**config.mk**
```make
export PLATFORM = sky130hd
export DESIGN_NAME = zxuno_io_top
export DESIGN_NICKNAME = d
export VERILOG_FILES = /design/src/zx_pkg.sv /design/src/clock_enables.sv /design/src/spi_byte_engine.sv /design/src/spi_regs_axil.sv /design/src/activity_led.sv /design/src/zxuno_io_top.sv
export SDC_FILE = /design/constraint.sdc
export NUM_CORES = 1
export LEC_CHECK = 0
export ABC_AREA = 1
export CORE_UTILIZATION = 60
export CTS_CLUSTER_DIAMETER = 200
export DETAILED_ROUTE_END_ITERATION = 8
export DONT_BUFFER_PORTS = 1
export GPL_ROUTABILITY_DRIVEN = 0
export GPL_TIMING_DRIVEN = 0
export PLACE_DENSITY = 0.83
export RECOVER_POWER = 50
export SYNTH_ARGS = -nofsm -noshare
export SYNTH_HDL_FRONTEND = slang
export SYNTH_SLANG_ARGS = --single-unit
```
**constraint.sdc**
```tcl
create_clock -name sysclk -period 2.1 [get_ports sysclk]
set_clock_uncertainty 0.15 [all_clocks]
set_input_delay 0 -clock sysclk [delete_from_list [all_inputs] [get_ports sysclk]]
set_output_delay 0 -clock sysclk [all_outputs]
set_load 0.1 [all_outputs]
```
**src/zx_pkg.sv**
```systemverilog
`default_nettype none

////////////////////////////////////////////////////////////////////////////
// Shared constants and types of the I/O subsystem
////////////////////////////////////////////////////////////////////////////

package zx_pkg;

   // AXI4-Lite host bus
   localparam int AXI_ADDR_W = 4;    // 16 bytes of register space
   localparam int AXI_DATA_W = 32;

   typedef logic [AXI_ADDR_W-1:0] axi_addr_t;
   typedef logic [AXI_DATA_W-1:0] axi_data_t;

   typedef logic [7:0] spi_byte_t;   // One SPI transfer

   // Register map, byte offsets
   localparam axi_addr_t REG_CTRL   = 4'h0;
   localparam axi_addr_t REG_TXDATA = 4'h4;
   localparam axi_addr_t REG_RXDATA = 4'h8;
   localparam axi_addr_t REG_STATUS = 4'hC;

   // CTRL bits
   localparam int CTRL_FLASH_SEL = 0;   // Boot flash chip select
   localparam int CTRL_SD_SEL    = 1;   // SD card chip select

   // LED stretch counter, top bit set means idle
   localparam int LED_HOLD_BITS = 20;

   // AXI responses
   localparam logic [1:0] RESP_OKAY   = 2'b00;
   localparam logic [1:0] RESP_SLVERR = 2'b10;

   // Byte engine states
   typedef enum logic [1:0] {
      IDLE,    // Waiting for start
      SHIFT,   // Clocking the 8 bits
      DONE     // Latch received byte
   } spi_state_t;

endpackage

`default_nettype wire

```
**src/clock_enables.sv**
```systemverilog
`timescale 1ns/1ns
`default_nettype none

////////////////////////////////////////////////////////////////////////////
// Machine timing base, enables at sysclk/2, /4 and /8
////////////////////////////////////////////////////////////////////////////

module clock_enables (
   input wire sysclk,
   input wire rst,
   output logic ce14,    // 14 MHz enable
   output logic ce7,     // 7 MHz enable
   output logic ce35     // 3.5 MHz enable
);

   logic [2:0] clkdiv;   // Free running divider

   always_ff @(posedge sysclk) begin
      if (rst) begin
         clkdiv <= 3'd0;
      end else begin
         clkdiv <= clkdiv + 3'd1;
      end
   end

   // Each enable fires in the cycle before its divider bit rises
   assign ce14 = ~clkdiv[0];
   assign ce7  = clkdiv[0] & ~clkdiv[1];
   assign ce35 = clkdiv[0] & clkdiv[1] & ~clkdiv[2];   // Carry into bit 2

endmodule

`default_nettype wire

```
**src/spi_byte_engine.sv**
```systemverilog
`timescale 1ns/1ns
`default_nettype none

////////////////////////////////////////////////////////////////////////////
// Mode 0 SPI byte shifter, MSB first, SCK toggled on each ce14
////////////////////////////////////////////////////////////////////////////

module spi_byte_engine (
   input wire sysclk,
   input wire rst,
   input wire ce14,                     // Paces SCK, period 4 sysclk
   input wire start,                    // One cycle, only honored in IDLE
   input wire zx_pkg::spi_byte_t tx_byte,
   input wire flash_sel,                // Picks which miso to sample
   input wire flash_miso,
   input wire sd_miso,
   output logic sck,
   output logic mosi,
   output logic busy,
   output zx_pkg::spi_byte_t rx_byte    // Valid once busy falls
);

   zx_pkg::spi_state_t state;
   zx_pkg::spi_byte_t tx_sr;            // Outgoing bits, MSB on the wire
   zx_pkg::spi_byte_t rx_sr;            // Incoming bits
   logic [2:0] bit_cnt;                 // Completed SCK periods
   logic miso;

   // Only the selected device may talk back
   assign miso = flash_sel ? flash_miso : sd_miso;

   assign mosi = (state == zx_pkg::SHIFT) & tx_sr[7];   // Line low when idle
   assign busy = (state != zx_pkg::IDLE);

   // Control path
   always_ff @(posedge sysclk) begin
      if (rst) begin
         state   <= zx_pkg::IDLE;
         sck     <= 1'b0;
         bit_cnt <= 3'd0;
      end else begin
         case (state)
            zx_pkg::IDLE: begin
               bit_cnt <= 3'd0;
               if (start) begin
                  state <= zx_pkg::SHIFT;   // First edge waits for ce14
               end
            end
            zx_pkg::SHIFT: begin
               if (ce14) begin
                  sck <= ~sck;
                  if (sck) begin            // Falling edge ends a bit
                     bit_cnt <= bit_cnt + 3'd1;
                     if (bit_cnt == 3'd7) begin
                        state <= zx_pkg::DONE;
                     end
                  end
               end
            end
            zx_pkg::DONE: begin
               state <= zx_pkg::IDLE;
            end
            default: begin
               state <= zx_pkg::IDLE;
               sck   <= 1'b0;
            end
         endcase
      end
   end

   // Data path
   always_ff @(posedge sysclk) begin
      if (state == zx_pkg::IDLE && start) begin
         tx_sr <= tx_byte;
      end else if (state == zx_pkg::SHIFT && ce14) begin
         if (!sck) begin
            rx_sr <= {rx_sr[6:0], miso};     // Sample on rising SCK
         end else begin
            tx_sr <= {tx_sr[6:0], 1'b0};     // Next bit while SCK low
         end
      end

      if (state == zx_pkg::DONE) begin
         rx_byte <= rx_sr;
      end
   end

endmodule

`default_nettype wire

```
**src/spi_regs_axil.sv**
```systemverilog
`timescale 1ns/1ns
`default_nettype none

////////////////////////////////////////////////////////////////////////////
// AXI4-Lite register slave for the SPI engine
////////////////////////////////////////////////////////////////////////////

module spi_regs_axil (
   input wire sysclk,
   input wire rst,
   // Write address and data
   input wire zx_pkg::axi_addr_t awaddr,
   input wire awvalid,
   output logic awready,
   input wire zx_pkg::axi_data_t wdata,
   input wire [zx_pkg::AXI_DATA_W/8-1:0] wstrb,
   input wire wvalid,
   output logic wready,
   // Write response
   output logic bvalid,
   output logic [1:0] bresp,
   input wire bready,
   // Read address and data
   input wire zx_pkg::axi_addr_t araddr,
   input wire arvalid,
   output logic arready,
   output logic rvalid,
   output zx_pkg::axi_data_t rdata,
   output logic [1:0] rresp,
   input wire rready,
   // Byte engine side
   output logic start,
   output zx_pkg::spi_byte_t tx_byte,
   input wire busy,
   input wire zx_pkg::spi_byte_t rx_byte,
   output logic flash_sel,
   output logic sd_sel
);

   logic [1:0] ctrl;       // Chip select bits
   logic wr_accept;
   logic rd_accept;
   logic tx_write;         // Accepted write aimed at TXDATA

   // Address and data taken together, blocked while a response waits
   assign wr_accept = awvalid & wvalid & ~bvalid;
   assign awready   = wr_accept;
   assign wready    = wr_accept;
   assign rd_accept = arvalid & ~rvalid;
   assign arready   = rd_accept;

   assign tx_write = wr_accept && (awaddr == zx_pkg::REG_TXDATA);

   assign flash_sel = ctrl[zx_pkg::CTRL_FLASH_SEL];
   assign sd_sel    = ctrl[zx_pkg::CTRL_SD_SEL];

   ////////////////////////////////////////////////////////////////////////////
   // Write channel
   ////////////////////////////////////////////////////////////////////////////

   always_ff @(posedge sysclk) begin
      if (rst) begin
         ctrl   <= 2'b00;   // Both devices deselected
         bvalid <= 1'b0;
         start  <= 1'b0;
      end else begin
         start <= tx_write & ~busy & wstrb[0];   // Single cycle kick
         if (bvalid && bready) begin
            bvalid <= 1'b0;
         end
         if (wr_accept) begin
            bvalid <= 1'b1;
            if (awaddr == zx_pkg::REG_CTRL && wstrb[0]) begin
               ctrl <= wdata[1:0];
            end
         end
      end
   end

   // Response code and transmit byte
   always_ff @(posedge sysclk) begin
      if (wr_accept) begin
         case (awaddr)
            zx_pkg::REG_CTRL:   bresp <= zx_pkg::RESP_OKAY;
            zx_pkg::REG_TXDATA: bresp <= busy ? zx_pkg::RESP_SLVERR : zx_pkg::RESP_OKAY;
            default:            bresp <= zx_pkg::RESP_SLVERR;   // RX, STATUS, holes
         endcase
      end
      if (tx_write && !busy && wstrb[0]) begin
         tx_byte <= wdata[7:0];
      end
   end

   ////////////////////////////////////////////////////////////////////////////
   // Read channel
   ////////////////////////////////////////////////////////////////////////////

   always_ff @(posedge sysclk) begin
      if (rst) begin
         rvalid <= 1'b0;
      end else if (rd_accept) begin
         rvalid <= 1'b1;
      end else if (rready) begin
         rvalid <= 1'b0;    // Held until the host takes it
      end
   end

   always_ff @(posedge sysclk) begin
      if (rd_accept) begin
         rdata <= '0;
         rresp <= zx_pkg::RESP_OKAY;
         case (araddr)
            zx_pkg::REG_CTRL:   rdata[1:0] <= ctrl;
            zx_pkg::REG_TXDATA: rdata[7:0] <= tx_byte;
            zx_pkg::REG_RXDATA: rdata[7:0] <= rx_byte;
            zx_pkg::REG_STATUS: rdata[0]   <= busy;
            default:            rresp      <= zx_pkg::RESP_SLVERR;   // Data stays 0
         endcase
      end
   end

endmodule

`default_nettype wire

```
**src/activity_led.sv**
```systemverilog
`timescale 1ns/1ns
`default_nettype none

////////////////////////////////////////////////////////////////////////////
// Monostable for the SPI activity LED
////////////////////////////////////////////////////////////////////////////

module activity_led (
   input wire sysclk,
   input wire rst,
   input wire flash_cs_n,
   input wire sd_cs_n,
   output logic testled
);

   logic [zx_pkg::LED_HOLD_BITS-1:0] hold_cnt;   // Top bit set means expired

   always_ff @(posedge sysclk) begin
      if (rst) begin
         hold_cnt <= '1;                            // Start dark
      end else if (!flash_cs_n || !sd_cs_n) begin
         hold_cnt <= '0;                            // Retrigger on any select
      end else if (!hold_cnt[zx_pkg::LED_HOLD_BITS-1]) begin
         hold_cnt <= hold_cnt + 1'b1;
      end
   end

   assign testled = ~hold_cnt[zx_pkg::LED_HOLD_BITS-1];

endmodule

`default_nettype wire

```
**src/zxuno_io_top.sv**
```systemverilog
`timescale 1ns/1ns
`default_nettype none

////////////////////////////////////////////////////////////////////////////
// Board I/O top, host bus to the shared SPI pins and activity LED
////////////////////////////////////////////////////////////////////////////

module zxuno_io_top (
   input wire sysclk,
   input wire rst,
   // Host bus
   input wire zx_pkg::axi_addr_t awaddr,
   input wire awvalid,
   output logic awready,
   input wire zx_pkg::axi_data_t wdata,
   input wire [zx_pkg::AXI_DATA_W/8-1:0] wstrb,
   input wire wvalid,
   output logic wready,
   output logic bvalid,
   output logic [1:0] bresp,
   input wire bready,
   input wire zx_pkg::axi_addr_t araddr,
   input wire arvalid,
   output logic arready,
   output logic rvalid,
   output zx_pkg::axi_data_t rdata,
   output logic [1:0] rresp,
   input wire rready,
   // Boot flash
   output logic flash_cs_n,
   output logic flash_clk,
   output logic flash_mosi,
   input wire flash_miso,
   // SD card
   output logic sd_cs_n,
   output logic sd_clk,
   output logic sd_mosi,
   input wire sd_miso,
   output logic testled   // SPI activity
);

   logic ce14;
   logic start, busy;
   zx_pkg::spi_byte_t tx_byte, rx_byte;
   logic flash_sel, sd_sel;
   logic sck, mosi;

   clock_enables clock_enables_inst (
      .sysclk(sysclk), .rst(rst),
      .ce14(ce14),
      .ce7(),       // Reserved for the machine core
      .ce35()
   );

   spi_regs_axil spi_regs_axil_inst (
      .sysclk(sysclk), .rst(rst),
      .awaddr(awaddr), .awvalid(awvalid), .awready(awready),
      .wdata(wdata), .wstrb(wstrb), .wvalid(wvalid), .wready(wready),
      .bvalid(bvalid), .bresp(bresp), .bready(bready),
      .araddr(araddr), .arvalid(arvalid), .arready(arready),
      .rvalid(rvalid), .rdata(rdata), .rresp(rresp), .rready(rready),
      .start(start), .tx_byte(tx_byte), .busy(busy), .rx_byte(rx_byte),
      .flash_sel(flash_sel), .sd_sel(sd_sel)
   );

   spi_byte_engine spi_byte_engine_inst (
      .sysclk(sysclk), .rst(rst), .ce14(ce14),
      .start(start), .tx_byte(tx_byte), .flash_sel(flash_sel),
      .flash_miso(flash_miso), .sd_miso(sd_miso),
      .sck(sck), .mosi(mosi), .busy(busy), .rx_byte(rx_byte)
   );

   // Chip selects are active low
   assign flash_cs_n = ~flash_sel;
   assign sd_cs_n    = ~sd_sel;

   // Both devices share clock and data
   assign flash_clk  = sck;
   assign sd_clk     = sck;
   assign flash_mosi = mosi;
   assign sd_mosi    = mosi;

   activity_led activity_led_inst (
      .sysclk(sysclk), .rst(rst),
      .flash_cs_n(flash_cs_n), .sd_cs_n(sd_cs_n),
      .testled(testled)
   );

endmodule

`default_nettype wire

```
# Word-level counts from Yosys, hierarchy flattened
# Cells that the tools add are included.
[classes]
addsub = 3
n_eq_ne = 12
n_mux = 26
n_bitwise = 16
n_reduce_logical = 26
[op_table]
columns = ["op", "n"]
rows = [
  ["20-bit two-way mux", 2],
  ["8-bit two-way mux", 3],
  ["20-bit by 1-bit adder with 20-bit output (second input constant)", 1],
  ["2-bit two-way mux", 6],
  ["6-bit case mux with 2 select lines", 1],
  ["2-bit nonzero test", 6],
  ["1-bit NOT", 10],
  ["4-bit by 3-bit equality test with 1-bit output (second input constant)", 2],
  ["4-bit equality test (second input constant)", 2],
  ["4-bit logical NOT", 2],
  ["2-bit inequality test (second input constant)", 4],
  ["2-bit case mux with 2 select lines", 2],
  ["1-bit logical AND", 7],
  ["3-bit by 1-bit adder with 3-bit output (second input constant)", 2],
  ["1-bit AND", 6],
  ["1-bit two-way mux", 6],
  ["3-bit two-way mux", 2],
  ["3-bit case mux with 2 select lines", 1],
  ["2-bit AND reduction", 3],
  ["3-bit AND reduction", 2],
  ["1-bit case mux with 4 select lines", 1],
  ["4-bit AND reduction", 1],
  ["4-bit OR reduction", 1],
  ["3-bit equality test (second input constant)", 1],
  ["9 further kinds", 9],
]
[word_totals]
register_bits = 78
in_bits = 53
output_inout_bits = 48
elab_cells = 100

# Longest topological paths before layout
[logic_depth]
ltp_word = 5
mapped_depth = 9
depth_no_buf = 9

# By module
# From an unflattened synthesis, not the netlist that was laid out.
[unflattened]
hier_cells = 410
area_unflattened_um2 = 3661.0
[modules_own_cells]
columns = ["module", "instances", "cells_each", "area_each_um2", "seq_area_each_um2"]
rows = [
  ["spi_regs_axil", 1, 125, 1188.6, 640.6],
  ["spi_byte_engine", 1, 97, 1181.1, 840.8],
  ["activity_led", 1, 172, 1148.6, 400.4],
  ["clock_enables", 1, 12, 120.1, 60.1],
  ["zxuno_io_top", 1, 4, 22.5, 0.0],
]

# Worst setup path after synthesis
# OpenSTA, ideal clock, no wires.
[synth_timing]
path_kind = "reg-to-reg"
startpoint = "register spi_regs_axil_inst.bvalid"
endpoint = "register spi_regs_axil_inst.tx_byte[0], enable pin"
setup_ps = 383
arrival_ps = 3110
t_required_ps = 1567
setup_slack_ps = -1543
stages_incl_launch_ff = 4
path_buffers = 0
synth_period_minus_slack_ps = 3643
cell_sequence = "dfxtp_1 -> nor2_1 -> nand2_1 -> nor3_1"
[synth_between]
elab_chain_len = 5
[synth_rtl]
columns = ["item", "line", "rtl"]
rows = [
  ["start: declaration", "spi_regs_axil.sv:20", "output logic bvalid,"],
  ["start signal: assignment", "spi_regs_axil.sv:64", "bvalid <= 1'b0;"],
  ["start signal: assignment", "spi_regs_axil.sv:69", "bvalid <= 1'b0;"],
  ["start signal: assignment", "spi_regs_axil.sv:72", "bvalid <= 1'b1;"],
  ["1-bit NOT", "spi_regs_axil.sv:46", "assign wr_accept = awvalid & wvalid & ~bvalid;"],
  ["1-bit AND", "spi_regs_axil.sv:46", ""],
  ["via awready", "zxuno_io_top.sv:14", "output logic awready,"],
  ["1-bit logical AND", "spi_regs_axil.sv:52", "assign tx_write = wr_accept && (awaddr == zx_pkg::REG_TXDATA);"],
  ["1-bit logical AND (2 in series)", "spi_regs_axil.sv:89", "if (tx_write && !busy && wstrb[0]) begin"],
  ["end signal: assignment", "spi_regs_axil.sv:90", "tx_byte <= wdata[7:0];"],
  ["end: declaration", "spi_regs_axil.sv:33", "output zx_pkg::spi_byte_t tx_byte,"],
]
# The timed path passes the listed nets, and every way through them passes these cells.
# A chain may end at the register's enable or synchronous reset.

# Worst setup path after layout
# Same ends and word-level chain as after synthesis.

==> metrics.csv <==
metric;value;unit
initial drt markers;179;
crit path DAT;1990;ps
via count;2698;
most frequent cells in the layout;nand2_1, inv_1, edfxtp_1;
Initial Util;64.17;%
status;complete, no violations;
Final Hold Fails;0;
Core Util, Final;78.63;%
Total Wirelength;7.856;mm
drt first pass iters;5;
die span in y;77.08;µm
row cnt;26;
initial antenna violation count;0;
die area;5941;µm²
I/O Pins;101;
Final ANT Viol Nets;0;
global-route wire length before repair;12.45;mm
Max Cap Viol;0;
# port buffers;0;
pwr/cell area;834.3;nW/µm²
critical path class;reg2reg;
CTS clk-pin slew, worst paths;80;ps
reg2reg start;spi_regs_axil_inst.bvalid$_SDFFE_PP0P_;
area delta synth->final;22.53;%
RSZ-0062 raised after global routing;no;
Seq/Total Area, Yosys;56.23;%
Worst Setup SP;spi_regs_axil_inst.bvalid$_SDFFE_PP0P_;
Highest Signal Layer;met4;
Tot GR Track Use;27.72;%
cells on worst reg2reg path;4;
Worst R2R End;spi_regs_axil_inst.tx_byte[0]$_DFFE_PP_;
critical-path maximum fanout;6;
non-filler cells in the finished layout;508;
# diodes;0;
Clk Latency, worst-skew pair;360;ps
Hold EP;spi_regs_axil_inst.rdata[3]$_DFFE_PP_;
minimum clock period;2064;ps
hold_sp;araddr[3];
CP Launch Type;register;
flop2flop setup slack;40;ps
post-route clock period utilization;98.29;%
vias in the first global route;2657;
synth warn;0;
Worst Tran Pin Value;1127;ps
wl on met1;2.959;mm
Hold Crit Class;in2reg;
detailed placement HPWL;4.849;mm
largest net degree at the start of global routing;14;
commonest non-fill, non-tap cell in the layout;nand2_1;
share of post-route cells with drive strength above 1;17.81;%
crit end category;register;
CTS tree;yes;
Avg Cell Area, Syn;9.165;µm²
final setup violation count;0;
Avg WL per Cell;15.46;µm
layout filler cell count;348;
synthesized flop and latch total;74;
Hold Path Cell Cnt;4;
total power;0.003457;W
TritonCTS Buffers;9;
Final Max Tran Viols;0;
Core ar.;5270;µm²
Final #Nets;489;
setup tns final;0;ps
H-Tree Depth;3;
Synth cell types;31;
Post-Syn Area;3382;µm²
DR vias/cell;5.311;
Die X;77.08;µm
cell count after placement;464;
P_leak;1.968;nW
post-synthesis instance total;369;
DR WL met3;482;µm
remaining global-route overflow;0;
critical path required time;2030;ps
WL met2;4.167;mm
Rel. slew slack;24.79;%
clock root buffer;clkbuf_8;
maximum clock rate;0.4845;GHz
DRC violations left;0;
worst hold slack;14.83;ps
clock tree buffer depth;2;
Num Clock Sinks;74;
Peak supply drop;0.0005944;V
worst max-delay path: stages, from the launching register on:
cell and delay [ps]:
dfxtp_4 460, nor2_4 640, nand2_4 100, nor3_4 260, buf_4 170
sequential cells by signal, summed over array words and instances (netlist names):
signal                        count
spi_regs_axil_inst.rvalid         1
spi_byte_engine_inst.rx_sr        8
spi_regs_axil_inst.tx_byte        8
spi_regs_axil_inst.rdata          8
spi_byte_engine_inst.tx_sr        8
spi_regs_axil_inst.bresp          1
spi_byte_engine_inst.sck          1
spi_byte_engine_inst.bit_cnt      3
spi_regs_axil_inst.rresp          1
spi_regs_axil_inst.ctrl           2
clock_enables_inst.clkdiv         1
spi_regs_axil_inst.bvalid         1
activity_led_inst.hold_cnt       20
spi_byte_engine_inst.state        2
spi_regs_axil_inst.start          1
spi_byte_engine_inst.rx_byte      8
kinds of logic (layout without fill, tap and decap cells):
family | count (synthesis) | in the layout | share of synthesized area, %
and+or+nand+nor | 155 | 156 | 21.05
AOI/OAI and AO/OA | 52 | 52 | 8.361
DFF | 74 | 74 | 56.23
muxes | 1 | 1 | 0.3329
adders and majority gates | 3 | 3 | 1.110
other | 1 | 26 | 0.1109
buffers and inverters | 83 | 126 | 12.80
per-stage QoR:
stage                     worst slack, ps  instance area, µm²
after floorplan                     43.74                3510
after global placement             -205.9                3597
after detailed placement           -305.7                3597
after CTS                          -40.28                4128
after global routing                3.021                4144
final                               35.95                4144
cells in the mapped netlist:
cell type | instances | share of area, %
o21ai_0 | 17 | 2.5
buf_4 | 29 | 6.4
nor4_1 | 1 | 0.19
nor2_2 | 2 | 0.37
o21ai_1 | 14 | 2.1
nor2_8 | 1 | 0.59
inv_1 | 45 | 5.0
nor3_1 | 5 | 0.74
nand2_1 | 78 | 8.7
nand2_4 | 1 | 0.33
buf_6 | 1 | 0.33
o21a_1 | 1 | 0.22
inv_2 | 3 | 0.33
edfxtp_1 | 42 | 37
a21oi_1 | 14 | 2.1
ha_1 | 3 | 1.1
nand4_1 | 8 | 1.5
nand3_1 | 23 | 3.4
buf_2 | 4 | 0.59
o21bai_1 | 2 | 0.44
nand3_2 | 1 | 0.30
o2111ai_1 | 1 | 0.26
conb_1 | 1 | 0.11
mux2_2 | 1 | 0.33
nor2_4 | 4 | 1.3
clkbuf_1 | 1 | 0.11
nand2_2 | 3 | 0.55
dfxtp_1 | 32 | 19
o221ai_1 | 2 | 0.52
o21ai_2 | 1 | 0.26
nor2_1 | 28 | 3.1
worst max path at each step:
stage / to / slack, ps / cells after the start
2_1_floorplan: spi_byte_engine_inst.tx_sr[0]$_SDFFCE_PN0P_ / 40 / 2
3_3_place_gp: spi_byte_engine_inst.tx_sr[7]$_DFFE_PP_ / -210 / 2
3_5_place_dp: spi_byte_engine_inst.tx_sr[7]$_DFFE_PP_ / -310 / 2
4_1_cts: sd_mosi / -40 / 5
5_1_grt: spi_regs_axil_inst.ctrl[0]$_SDFFE_PP0P_ / 3 / 4
6_report: spi_regs_axil_inst.tx_byte[0]$_DFFE_PP_ / 40 / 4
final cells by class:
| cell class | instances | area [µm²] | share of cell area (%) |
|---|---|---|---|
| Tap cell | 70 | 87.58 | 2.114 |
| Buffer | 35 | 261.5 | 6.310 |
| Sequential cell | 74 | 1907 | 46.01 |
| Inverter | 48 | 180.2 | 4.348 |
| Timing Repair Buffer | 27 | 275.3 | 6.643 |
| Clock buffer | 9 | 123.9 | 2.989 |
| Clock inverter | 7 | 116.4 | 2.808 |
| Multi-Input combinational cell | 238 | 1192 | 28.77 |
repair_timing:
| item | 4_1_cts | 5_1_grt |
|---|---|---|
| pin swaps | 2 | 4 |
| setup endpoints to repair | 25 | 28 |
| resized for setup | 4 | 8 |
| hold buffers | 25 | 0 |
| endpoints found under the hold margin | 47 | 0 |
| buffers inserted | 2 | 1 |
| cloned | 0 | 1 |
power by group:
part	switching (W)	internal [W]
logic	0.000349	0.000103
registers	0.000114	0.00155
clock network	0.000556	0.000789
total	0.00102	0.00244
routing by layer:
metal	vias to the layer above	track usage, %
met4	0	15.85
met2	118	50.18
met5	-	0
met1	1261	29.90
li1	1295	-
met3	24	5.595
No activity file was read; power rests on OpenSTA's default activity.
